### src/hw/prog_flash_pkg.sv
`default_nettype none

package prog_flash_pkg;

  // ------------------------------------------------------------
  // widths
  // ------------------------------------------------------------
  localparam int ADR_W  = 24;  // flash word address
  localparam int DQ_W   = 16;
  localparam int HOST_W = 32;
  localparam int BLK_W  = 8;   // address bits 23..16
  localparam int SR_W   = 8;   // status register byte
  localparam int POLL_W = 24;
  localparam int WCNT_W = 5;

  // host command words
  localparam logic [15:0] CMD_START_ADR = 16'h5341;        // top half only
  localparam logic [7:0]  CMD_END_ADR   = 8'h45;           // top byte only
  localparam logic [31:0] CMD_ERASE     = 32'h4572_6173;
  localparam logic [31:0] CMD_PROGRAM   = 32'h5072_6F67;

  // flash command set
  localparam logic [DQ_W-1:0] FL_CLR_SR      = 16'h0050;
  localparam logic [DQ_W-1:0] FL_ERASE_SETUP = 16'h0020;
  localparam logic [DQ_W-1:0] FL_CONFIRM     = 16'h00D0;
  localparam logic [DQ_W-1:0] FL_BUF_PROG    = 16'h00E8;

  localparam int BUF_WORDS = 32;  // halfwords per program buffer

  localparam logic [SR_W-1:0] SR_READY = 8'h80;

  // poll limits
  localparam logic [POLL_W-1:0] ERASE_POLL_MAX = 24'hF42400;
  localparam logic [POLL_W-1:0] BUF_POLL_MAX   = 24'h004650;

  typedef enum logic [2:0] {
    OP_NONE,
    OP_SET_START,
    OP_SET_END,
    OP_ERASE,
    OP_PROGRAM
  } host_op_e;

  typedef enum logic [2:0] {
    ERR_NONE          = 3'd0,
    ERR_ERASE_STATUS  = 3'd2,
    ERR_ERASE_TIMEOUT = 3'd3,
    ERR_BUF_TIMEOUT   = 3'd4,
    ERR_PROG_TIMEOUT  = 3'd5
  } err_e;

  typedef enum logic [4:0] {
    S_IDLE, S_CMD,
    S_WR, S_WR_H, S_RD, S_RD_W,
    S_ER_BLK, S_ER_SETUP, S_ER_CONF, S_ER_POLL, S_ER_CHK,
    S_PG_BUF, S_PG_POLL, S_PG_RDY, S_PG_DATA, S_PG_NEXT, S_PG_FIN, S_PG_DONE,
    S_ERR
  } seq_state_e;

endpackage

`default_nettype wire
### src/hw/flash_ifs.sv
`timescale 1ns/100ps
`default_nettype none

// host word stream between the FIFO front end and the sequencer
interface host_word_if;
  import prog_flash_pkg::*;

  host_op_e        cmd_op;    // decode of the FIFO head
  logic            hw_valid;  // FIFO not empty
  logic [DQ_W-1:0] hw_data;   // swapped halfword
  logic            cmd_take;
  logic            hw_take;

  modport port (
    output cmd_op, hw_valid, hw_data,
    input  cmd_take, hw_take
  );

  modport seq (
    input  cmd_op, hw_valid, hw_data,
    output cmd_take, hw_take
  );
endinterface

// flash bus as seen one cycle before the pins
interface flash_bus_if;
  import prog_flash_pkg::*;

  logic            cs;      // active high here
  logic            we;
  logic            rd;
  logic [DQ_W-1:0] dq;
  logic [SR_W-1:0] status;  // last captured status byte

  modport seq (output cs, we, rd, dq, input status);
  modport phy (input cs, we, rd, dq, output status);
endinterface

`default_nettype wire

### src/hw/prog_flash.sv
`timescale 1ns/100ps
`default_nettype none

module prog_flash (
  input  wire [prog_flash_pkg::HOST_W-1:0] i_usr_txd,
  input  wire                              i_usr_txrdy_n,
  output logic                             o_usr_rd,
  output logic [prog_flash_pkg::ADR_W-1:0] o_phy_adr,
  input  wire  [prog_flash_pkg::DQ_W-1:0]  i_phy_d,
  output logic [prog_flash_pkg::DQ_W-1:0]  o_phy_d,
  output logic                             o_phy_dio_t,
  output logic                             o_phy_oe_n,
  output logic                             o_phy_we_n,  // flash latches on rising edge
  output logic                             o_phy_cs_n,
  output logic                             o_rdy,
  output prog_flash_pkg::err_e             o_err,
  input  wire                              p_in_clk,
  input  wire                              p_in_rst
);
  import prog_flash_pkg::*;

  logic             set_start;
  logic             set_end;
  logic [ADR_W-1:0] arg;
  logic             load_start;
  logic             next_blk;
  logic             next_word;
  logic             last_blk;
  logic             end_reached;
  logic [ADR_W-1:0] adr;

  host_word_if hw_if ();
  flash_bus_if bus_if ();

  flash_host_port host_port_i (
    .i_usr_txd    (i_usr_txd),
    .i_usr_txrdy_n(i_usr_txrdy_n),
    .o_usr_rd     (o_usr_rd),
    .o_set_start  (set_start),
    .o_set_end    (set_end),
    .o_arg        (arg),
    .hw           (hw_if.port),
    .p_in_clk     (p_in_clk),
    .p_in_rst     (p_in_rst)
  );

  flash_seq seq_i (
    .hw           (hw_if.seq),
    .bus          (bus_if.seq),
    .o_load_start (load_start),
    .o_next_blk   (next_blk),
    .o_next_word  (next_word),
    .i_last_blk   (last_blk),
    .i_end_reached(end_reached),
    .o_rdy        (o_rdy),
    .o_err        (o_err),
    .p_in_clk     (p_in_clk),
    .p_in_rst     (p_in_rst)
  );

  flash_addr_gen addr_gen_i (
    .i_set_start  (set_start),
    .i_set_end    (set_end),
    .i_arg        (arg),
    .i_load_start (load_start),
    .i_next_blk   (next_blk),
    .i_next_word  (next_word),
    .o_adr        (adr),
    .o_last_blk   (last_blk),
    .o_end_reached(end_reached),
    .p_in_clk     (p_in_clk),
    .p_in_rst     (p_in_rst)
  );

  flash_phy phy_i (
    .bus        (bus_if.phy),
    .i_adr      (adr),
    .o_phy_adr  (o_phy_adr),
    .i_phy_d    (i_phy_d),
    .o_phy_d    (o_phy_d),
    .o_phy_dio_t(o_phy_dio_t),
    .o_phy_oe_n (o_phy_oe_n),
    .o_phy_we_n (o_phy_we_n),
    .o_phy_cs_n (o_phy_cs_n),
    .p_in_clk   (p_in_clk),
    .p_in_rst   (p_in_rst)
  );

endmodule

`default_nettype wire

### src/hw/flash_phy.sv
`timescale 1ns/100ps
`default_nettype none

module flash_phy (
  flash_bus_if.phy                         bus,
  input  wire  [prog_flash_pkg::ADR_W-1:0] i_adr,
  output logic [prog_flash_pkg::ADR_W-1:0] o_phy_adr,
  input  wire  [prog_flash_pkg::DQ_W-1:0]  i_phy_d,
  output logic [prog_flash_pkg::DQ_W-1:0]  o_phy_d,
  output logic                             o_phy_dio_t,  // 1 = bus turned to input
  output logic                             o_phy_oe_n,
  output logic                             o_phy_we_n,
  output logic                             o_phy_cs_n,
  input  wire                              p_in_clk,
  input  wire                              p_in_rst
);
  import prog_flash_pkg::*;

  // ------------------------------------------------------------
  // control pins and status capture
  // ------------------------------------------------------------
  always_ff @(posedge p_in_clk or posedge p_in_rst)
  begin
    if (p_in_rst)
    begin
      o_phy_cs_n  <= 1'b1;
      o_phy_we_n  <= 1'b1;
      o_phy_oe_n  <= 1'b1;
      o_phy_dio_t <= 1'b0;
      bus.status  <= '0;
    end
    else
    begin
      o_phy_cs_n  <= !bus.cs;
      o_phy_we_n  <= !bus.we;
      o_phy_oe_n  <= !bus.rd;
      o_phy_dio_t <= bus.rd;
      if (!o_phy_oe_n)  // end of the read cycle
        bus.status <= i_phy_d[SR_W-1:0];
    end
  end

  // address and write data
  always_ff @(posedge p_in_clk)
  begin
    o_phy_adr <= i_adr;
    o_phy_d   <= bus.dq;
  end

  a_no_bus_fight : assert property (@(posedge p_in_clk) disable iff (p_in_rst)
    !(!o_phy_we_n && !o_phy_oe_n));

endmodule

`default_nettype wire

### src/hw/flash_seq.sv
`timescale 1ns/100ps
`default_nettype none

module flash_seq (
  host_word_if.seq             hw,
  flash_bus_if.seq             bus,
  output logic                 o_load_start,
  output logic                 o_next_blk,
  output logic                 o_next_word,
  input  wire                  i_last_blk,
  input  wire                  i_end_reached,
  output logic                 o_rdy,
  output prog_flash_pkg::err_e o_err,
  input  wire                  p_in_clk,
  input  wire                  p_in_rst
);
  import prog_flash_pkg::*;

  seq_state_e        state;
  seq_state_e        ret;       // where a write or read pair returns
  host_op_e          op_q;
  logic [DQ_W-1:0]   dq_q;
  logic [POLL_W-1:0] poll_cnt;
  logic [WCNT_W-1:0] word_cnt;
  logic              end_seen;  // end address written in this buffer
  logic              sr_ok;

  assign sr_ok = (bus.status == SR_READY);

  // ------------------------------------------------------------
  // strobes to the host port, address generator and bus
  // ------------------------------------------------------------
  assign hw.cmd_take   = (state == S_IDLE);
  assign hw.hw_take    = (state == S_PG_DATA);
  assign o_load_start  = (state == S_CMD) && (op_q inside {OP_ERASE, OP_PROGRAM});
  assign o_next_blk    = (state == S_ER_CHK) && sr_ok && !i_last_blk;
  assign o_next_word   = (state == S_PG_NEXT);
  assign o_rdy         = (state == S_IDLE) || ((state == S_CMD) && !o_load_start);

  assign bus.cs = !(state inside {S_IDLE, S_CMD, S_ERR});
  assign bus.we = (state == S_WR);  // hold cycle follows with we low
  assign bus.rd = (state == S_RD);
  assign bus.dq = dq_q;

  always_ff @(posedge p_in_clk or posedge p_in_rst)
  begin
    if (p_in_rst)
    begin
      state    <= S_IDLE;
      ret      <= S_IDLE;
      op_q     <= OP_NONE;
      dq_q     <= '0;
      poll_cnt <= '0;
      word_cnt <= '0;
      end_seen <= 1'b0;
      o_err    <= ERR_NONE;
    end
    else
    begin
      case (state)
        S_IDLE :
          if (hw.hw_valid)
          begin
            op_q  <= hw.cmd_op;
            state <= S_CMD;
          end
        S_CMD :
        begin
          poll_cnt <= '0;
          word_cnt <= '0;
          end_seen <= 1'b0;
          case (op_q)
            OP_ERASE   : state <= S_ER_BLK;
            OP_PROGRAM : state <= S_PG_BUF;
            default    : state <= S_IDLE;  // set commands finish here
          endcase
        end

        // shared write and read pairs
        S_WR   : state <= S_WR_H;
        S_WR_H : state <= ret;
        S_RD   : state <= S_RD_W;
        S_RD_W : state <= ret;  // status valid on return

        // ------------------------------------------------------------
        // block erase
        // ------------------------------------------------------------
        S_ER_BLK :
        begin
          dq_q  <= FL_CLR_SR;
          ret   <= S_ER_SETUP;
          state <= S_WR;
        end
        S_ER_SETUP :
        begin
          dq_q  <= FL_ERASE_SETUP;
          ret   <= S_ER_CONF;
          state <= S_WR;
        end
        S_ER_CONF :
        begin
          dq_q  <= FL_CONFIRM;
          ret   <= S_ER_POLL;
          state <= S_WR;
        end
        S_ER_POLL :
        begin
          ret   <= S_ER_CHK;
          state <= S_RD;
        end
        S_ER_CHK :
          if (sr_ok)
          begin
            poll_cnt <= '0;
            state    <= i_last_blk ? S_IDLE : S_ER_BLK;
          end
          else if (bus.status[7])  // ready with an error bit
          begin
            o_err <= ERR_ERASE_STATUS;
            state <= S_ERR;
          end
          else if (poll_cnt == ERASE_POLL_MAX)
          begin
            o_err <= ERR_ERASE_TIMEOUT;
            state <= S_ERR;
          end
          else
          begin
            poll_cnt <= poll_cnt + 1'b1;
            state    <= S_ER_POLL;
          end

        // ------------------------------------------------------------
        // buffer program
        // ------------------------------------------------------------
        S_PG_BUF :
        begin
          dq_q  <= FL_BUF_PROG;
          ret   <= S_PG_POLL;
          state <= S_WR;
        end
        S_PG_POLL :
        begin
          ret   <= S_PG_RDY;
          state <= S_RD;
        end
        S_PG_RDY :
          if (bus.status[7])
          begin
            poll_cnt <= '0;
            dq_q     <= DQ_W'(BUF_WORDS - 1);  // word count, n-1
            ret      <= S_PG_DATA;
            state    <= S_WR;
          end
          else if (poll_cnt == BUF_POLL_MAX)
          begin
            o_err <= ERR_BUF_TIMEOUT;
            state <= S_ERR;
          end
          else
          begin
            poll_cnt <= poll_cnt + 1'b1;
            state    <= S_PG_BUF;  // reissue the setup
          end
        S_PG_DATA :
          if (hw.hw_valid)  // otherwise wait for the FIFO
          begin
            dq_q  <= hw.hw_data;
            ret   <= S_PG_NEXT;
            state <= S_WR;
          end
        S_PG_NEXT :
        begin
          if (i_end_reached)
            end_seen <= 1'b1;
          word_cnt <= word_cnt + 1'b1;
          if (word_cnt == WCNT_W'(BUF_WORDS - 1))
          begin
            dq_q  <= FL_CONFIRM;
            ret   <= S_PG_FIN;
            state <= S_WR;
          end
          else
            state <= S_PG_DATA;
        end
        S_PG_FIN :
        begin
          ret   <= S_PG_DONE;
          state <= S_RD;
        end
        S_PG_DONE :
          if (sr_ok)
          begin
            poll_cnt <= '0;
            state    <= end_seen ? S_IDLE : S_PG_BUF;
          end
          else if (poll_cnt == BUF_POLL_MAX)
          begin
            o_err <= ERR_PROG_TIMEOUT;
            state <= S_ERR;
          end
          else
          begin
            poll_cnt <= poll_cnt + 1'b1;
            state    <= S_PG_FIN;
          end

        S_ERR   : state <= S_ERR;  // held until reset
        default : state <= S_IDLE;
      endcase
    end
  end

  a_idle_deselected : assert property (@(posedge p_in_clk) disable iff (p_in_rst)
    o_rdy |-> !bus.cs);

endmodule

`default_nettype wire

### src/hw/flash_addr_gen.sv
`timescale 1ns/100ps
`default_nettype none

module flash_addr_gen (
  input  wire                              i_set_start,
  input  wire                              i_set_end,
  input  wire  [prog_flash_pkg::ADR_W-1:0] i_arg,
  input  wire                              i_load_start,
  input  wire                              i_next_blk,
  input  wire                              i_next_word,
  output logic [prog_flash_pkg::ADR_W-1:0] o_adr,
  output logic                             o_last_blk,
  output logic                             o_end_reached,
  input  wire                              p_in_clk,
  input  wire                              p_in_rst
);
  import prog_flash_pkg::*;

  logic [BLK_W-1:0] start_blk;
  logic [ADR_W-1:0] end_adr;

  always_ff @(posedge p_in_clk or posedge p_in_rst)
  begin
    if (p_in_rst)
    begin
      start_blk <= '0;
      end_adr   <= '0;
      o_adr     <= '0;
    end
    else
    begin
      if (i_set_start)
        start_blk <= i_arg[15:8];
      if (i_set_end)
        end_adr <= i_arg;

      if (i_load_start)
        o_adr <= {start_blk, {(ADR_W - BLK_W){1'b0}}};
      else if (i_next_blk)  // all blocks 64K words
        o_adr <= {o_adr[ADR_W-1 -: BLK_W] + BLK_W'(1), {(ADR_W - BLK_W){1'b0}}};
      else if (i_next_word)
        o_adr <= o_adr + 1'b1;
    end
  end

  assign o_last_blk    = (o_adr[ADR_W-1 -: BLK_W] == end_adr[ADR_W-1 -: BLK_W]);
  assign o_end_reached = (o_adr == end_adr);

endmodule

`default_nettype wire

### src/hw/flash_host_port.sv
`timescale 1ns/100ps
`default_nettype none

module flash_host_port (
  input  wire [prog_flash_pkg::HOST_W-1:0] i_usr_txd,
  input  wire                              i_usr_txrdy_n,
  output logic                             o_usr_rd,
  output logic                             o_set_start,
  output logic                             o_set_end,
  output logic [prog_flash_pkg::ADR_W-1:0] o_arg,
  host_word_if.port                        hw,
  input  wire                              p_in_clk,
  input  wire                              p_in_rst
);
  import prog_flash_pkg::*;

  logic half_sel;  // 0 = bytes 23..16/31..24, 1 = bytes 7..0/15..8
  logic cmd_pop;
  logic hw_acc;

  assign hw.hw_valid = !i_usr_txrdy_n;

  // full-word codes first, the end code shares its top byte with erase
  always_comb
  begin
    if (i_usr_txd == CMD_ERASE)
      hw.cmd_op = OP_ERASE;
    else if (i_usr_txd == CMD_PROGRAM)
      hw.cmd_op = OP_PROGRAM;
    else if (i_usr_txd[31:16] == CMD_START_ADR)
      hw.cmd_op = OP_SET_START;
    else if (i_usr_txd[31:24] == CMD_END_ADR)
      hw.cmd_op = OP_SET_END;
    else
      hw.cmd_op = OP_NONE;  // dropped on pop
  end

  assign hw.hw_data = half_sel ? {i_usr_txd[7:0], i_usr_txd[15:8]}
                               : {i_usr_txd[23:16], i_usr_txd[31:24]};

  assign cmd_pop = hw.cmd_take && hw.hw_valid;
  assign hw_acc  = hw.hw_take && hw.hw_valid;

  assign o_usr_rd    = cmd_pop || (hw_acc && half_sel);  // second half frees the word
  assign o_set_start = cmd_pop && (hw.cmd_op == OP_SET_START);
  assign o_set_end   = cmd_pop && (hw.cmd_op == OP_SET_END);
  assign o_arg       = i_usr_txd[ADR_W-1:0];

  always_ff @(posedge p_in_clk or posedge p_in_rst)
  begin
    if (p_in_rst)
      half_sel <= 1'b0;
    else if (cmd_pop)
      half_sel <= 1'b0;
    else if (hw_acc)
      half_sel <= !half_sel;
  end

  a_no_pop_when_empty : assert property (@(posedge p_in_clk) disable iff (p_in_rst)
    o_usr_rd |-> !i_usr_txrdy_n);

endmodule

`default_nettype wire

### config.mk
export PLATFORM = sky130hd
export DESIGN_NAME = prog_flash
export DESIGN_NICKNAME = d
export VERILOG_FILES = /design/src/hw/prog_flash_pkg.sv /design/src/hw/flash_ifs.sv /design/src/hw/prog_flash.sv /design/src/hw/flash_phy.sv /design/src/hw/flash_seq.sv /design/src/hw/flash_addr_gen.sv /design/src/hw/flash_host_port.sv
export SDC_FILE = /design/constraint.sdc
export NUM_CORES = 1
export LEC_CHECK = 0
export BUFFER_PORTS_ARGS = -buffer_cell sky130_fd_sc_hd__buf_2
export CORE_MARGIN = 1
export CORE_UTILIZATION = 55
export DETAILED_ROUTE_END_ITERATION = 16
export GPL_TIMING_DRIVEN = 0
export PLACE_DENSITY = 0.76
export SLEW_MARGIN = 5
export SYNTH_ARGS = -nofsm -noshare
export SYNTH_HDL_FRONTEND = slang
export SYNTH_SLANG_ARGS = --single-unit
### constraint.sdc
create_clock -name p_in_clk -period 7.6 [get_ports p_in_clk]
set_input_delay 1.52 -clock p_in_clk [delete_from_list [all_inputs] [get_ports p_in_clk]]
set_output_delay 1.52 -clock p_in_clk [all_outputs]
set_load 0.03 [all_outputs]
==> run_results.csv <==
group,metric,value,unit
run_status,run_status,"finished, final reports clean",
worst_setup_path,critPathSlowestCell,"sky130_fd_sc_hd__nor3_1",
pwr,switching_power,0.407,mW
worst_setup_path,worstSetupStartpointType,"flop",
grt,antenna_found_initial,0,
drt,drt_iter0_markers,655,
finish,final_design_area_no_fill,9320,um^2
hold_path,hp-class,"flop to flop",
grt,vias_in_the_first_global_route,6255,
clocking,cts-buffers-inserted,17,
clocking,number_of_cells_upsized_or_downsized_after_cts,0,
worst_setup_path,cp_max_fo,10,
sta,final-setup-viol-count,0,
worst_setup_path,critical_path.reg2reg.startpoint,"seq_i.state[2]",
pwr,ir_worst_vdd,0.000158,V
sta,fmax,255,MHz
drt,firstDrtPassIters,5,
place,dpl_cell_area,8720,um^2
clocking,path_clk_slew,0.07,ns
pwr,intPower,1.43,mW
sta,tightestPinTransition,1.11,ns
yosys,post_synth_edffs,0,
yosys,yosys-top-cells-area,"sky130_fd_sc_hd__dfrtp_1 (40%), sky130_fd_sc_hd__dfxtp_1 (10%), sky130_fd_sc_hd__mux2_2 (8.7%), sky130_fd_sc_hd__xor2_1 (4.2%), sky130_fd_sc_hd__nand2_1 (3.1%)",
worst_setup_path,crit_buf_inv,2,
clocking,insertion_delay,0.43,ns
pwr,power.density,197,nW/um^2
grt,first_pass_grt_wire_length,32300,um
hold_path,hold-path-endpoint,"phy_i.o_phy_d[5]",
place,port_buffers,91,
floorplanning,design.portCount,100,
drt,routed-via-count,6476,
sta,slew_headroom,25.3,%
drt,vias_per_cell,6.10,
hold_path,number_of_instances_on_the_worst_hold_path,0,
grt,grt_start_max_net_pins,87,
yosys,synthFlopType,"sky130_fd_sc_hd__dfrtp_1",
place,dpl_worst_slack,3.89,ns
finish,area_growth_syn_to_layout,16.4,%
clocking,post_cts_setup_buffers,0,
clocking,cts.path.max_buffers,2,
floorplanning,area_of_the_die,15000,um^2
worst_setup_path,r2r-end,"seq_i.poll_cnt[13]",
yosys,synthesis.nets,815,
yosys,share_of_synthesized_area_occupied_by_flip_flops_and_latches,51.0,%
worst_setup_path,critPathTopFamily,"simple AND/OR/NAND/NOR gates",
yosys,post_synthesis_async_set_or_reset_flop_share,76.6,%
worst_setup_path,timing.critical_path.to_type,"output port",
drt,top_layer_used,"met4",
sta,hold_violations,0,
drt,met2RoutedLength,9580,um
drt,route.final.wire_length,20100,um
worst_setup_path,critical_path_required,6.08,ns
yosys,synth_top_area_share,40.0,%
drt,detail_route.wirelength.met1,8810,um
sta,clock_skew,0.0159,ns
drt,route.detailed.drc,0,
finish,layout.core_utilization,66.4,%
floorplanning,design.core.area,14000,um^2
grt,global_route.overflow_total,0,
yosys,synth_warnings,0,
floorplanning,die_w,123,um
yosys,synthesis.area,8010,um^2
drt,drt-wirelength-per-cell,18.9,um
sta,final_period_minus_worst_setup_slack,3.91,ns
finish,antenna_cells,0,
finish,final_cell_mix,"sky130_fd_sc_hd__dfrtp_1 (128), sky130_fd_sc_hd__buf_2 (103), sky130_fd_sc_hd__nand2_1 (67), sky130_fd_sc_hd__mux2_2 (62), sky130_fd_sc_hd__nor2_1 (59)",
pwr,power.clock.fraction,47.5,%
yosys,postSynthAreaPerCell,10.6,um^2
floorplanning,die_h,123,um
yosys,yosys.area.top_type,"sky130_fd_sc_hd__dfrtp_1",
yosys,yosys.cell_types.count,73,
finish,final.fill_count,1100,
worst_setup_path,arrival,2.39,ns
finish,most_common_cell_after_layout_fill_and_taps_aside,"sky130_fd_sc_hd__dfrtp_1",
job,maxCapViolCount,0,
worst_setup_path,r2r_cells,7,
sta,maxSlewViolCount,0,
drt,met3WireLength,1210,um
clocking,clk_tree_root_cell,"sky130_fd_sc_hd__clkbuf_16",
grt,track_usage,28.3,%
sta,postLayoutSetupSlackWorst,3.69,ns
worst_setup_path,critical_path_class,"flop to output port",
sta,grt_setup_unrepaired,"false",
place,globalplace.congestion,0.916,
finish,post_route_cells_drive_above_1_share,25.1,%
pwr,power.sequential.fraction,49.6,%
sta,fin_setup_tns,0,ns
yosys,synthCells,758,
clocking,cts_sinks,171,
place,detailedPlacementHpwl,14600,um
worst_setup_path,crit_top_cell,"sky130_fd_sc_hd__nand2_1",
drt,postRouteAntennaNets,0,
clocking,cts_htree_levels,4,
pwr,p_leak,4.44,nW
sta,fin_crit_sh,51.5,%
finish,final_nets,926,
worst_setup_path,timing.critical_path.cells,"clkbuf_1, nand2_1, nor3_1, nand2_1, a21oi_1, buf_2",
clocking,cts_tree,"yes",
pwr,switching_share,22.2,%
floorplanning,rows,43,
yosys,synth_seq_cells,171,
pwr,combPwrFrac,2.9,%
worst_setup_path,cp_slowest_stage_delay,0.42,ns
clocking,ctsHoldBuffers,0,
worst_setup_path,r2r_setup_slack,4.50,ns
floorplanning,floorplan.initialDensity,57.0,%
hold_path,hp-start,"seq_i.bus.dq[5]",
-- stage by stage --
| stage | cells | hold slack, ns | power [mW] |
|---|---|---|---|
| 3_5_place_dp | 1030 | 0.351 | 0.982 |
| 3_3_place_gp | 1029 | 0.350 | 0.979 |
| 5_1_grt | 1062 | 0.376 | 1.89 |
| 2_1_floorplan | 758 | 0.342 | 0.952 |
| 6_report | 1062 | 0.363 | 1.84 |
| 4_1_cts | 1062 | 0.367 | 1.85 |
-- area by class of cell --
| class | instances | area, um^2 | share of cell area, % |
|---|---|---|---|
| tap | 180 | 225 | 2.42 |
| timing repair buffer | 92 | 483 | 5.18 |
| sequential | 171 | 4080 | 43.8 |
| clock inverter | 13 | 154 | 1.65 |
| clock buffer | 19 | 443 | 4.75 |
| multi-input combinational | 536 | 3710 | 39.9 |
| buffer | 35 | 151 | 1.62 |
| inverter | 16 | 65.1 | 0.698 |
-- Yosys cell counts, types with 6 or more instances --
master,number
sky130_fd_sc_hd__a21oi_1,29
sky130_fd_sc_hd__a2bb2oi_1,21
sky130_fd_sc_hd__buf_2,12
sky130_fd_sc_hd__clkbuf_1,19
sky130_fd_sc_hd__dfrtp_1,128
sky130_fd_sc_hd__dfxtp_1,40
sky130_fd_sc_hd__ha_1,6
sky130_fd_sc_hd__inv_1,15
sky130_fd_sc_hd__mux2_2,62
sky130_fd_sc_hd__mux2i_1,16
sky130_fd_sc_hd__nand2_1,67
sky130_fd_sc_hd__nand3_1,30
sky130_fd_sc_hd__nand4_1,15
sky130_fd_sc_hd__nor2_1,59
sky130_fd_sc_hd__nor3_1,14
sky130_fd_sc_hd__nor4_1,14
sky130_fd_sc_hd__o21ai_0,36
sky130_fd_sc_hd__o31ai_1,15
sky130_fd_sc_hd__o41ai_1,6
sky130_fd_sc_hd__xnor2_1,12
sky130_fd_sc_hd__xor2_1,38
-- how the worst max path moves through the flow --
| stage | startpoint | end | slack [ns] | depth (start not counted) |
|---|---|---|---|---|
| 4_1_cts | seq_i.state[4] | o_rdy | 3.71 | 5 |
| 2_1_floorplan | p_in_rst | addr_gen_i.end_adr[0] | 2.59 | 1 |
| 3_3_place_gp | p_in_rst | seq_i.bus.dq[8] | 1.24 | 2 |
| 5_1_grt | seq_i.state[4] | o_rdy | 3.54 | 5 |
| 6_report | seq_i.state[1] | o_usr_rd | 3.69 | 6 |
| 3_5_place_dp | i_usr_txd[23] | addr_gen_i.end_adr[18] | 3.89 | 7 |
-- per-layer routing --
| layer | global-route usage, % | vias up |
|---|---|---|
| met5 | 0 | - |
| met4 | 10.3 | 0 |
| met3 | 5.67 | 41 |
| met2 | 45.5 | 278 |
| met1 | 38.0 | 3180 |
| li1 | - | 2977 |
-- state kept, by name (all words and copies together) (netlist names), 8 cells and up --
register              count
addr_gen_i.end_adr       24
addr_gen_i.start_blk      8
addr_gen_i.o_adr         24
seq_i.poll_cnt           24
phy_i.bus.status          8
phy_i.o_phy_adr          24
phy_i.o_phy_d            16
seq_i.bus.dq             16
-- power groups by stage --
stage / clock, mW / sequential (mW) / combinational, mW
finish: 0.872 / 0.911 / 0.0533
global route: 0.925 / 0.910 / 0.0585
CTS: 0.887 / 0.911 / 0.0540
detailed placement: 0 / 0.929 / 0.0536
global placement: 0 / 0.929 / 0.0501
floorplan: 0 / 0.928 / 0.0238
-- cells by family after synthesis --
group,after synthesis,synth area share (%)
adders and majority gates,6,0.937
AOI/OAI and AO/OA,143,12.2
xor gates and xnor gates,50,5.47
muxes,78,10.7
and+or+nand+nor,259,17.1
DFF,171,51.0
buffers and inverters,51,2.64
Note: power is estimated with default switching activity, not from simulation.
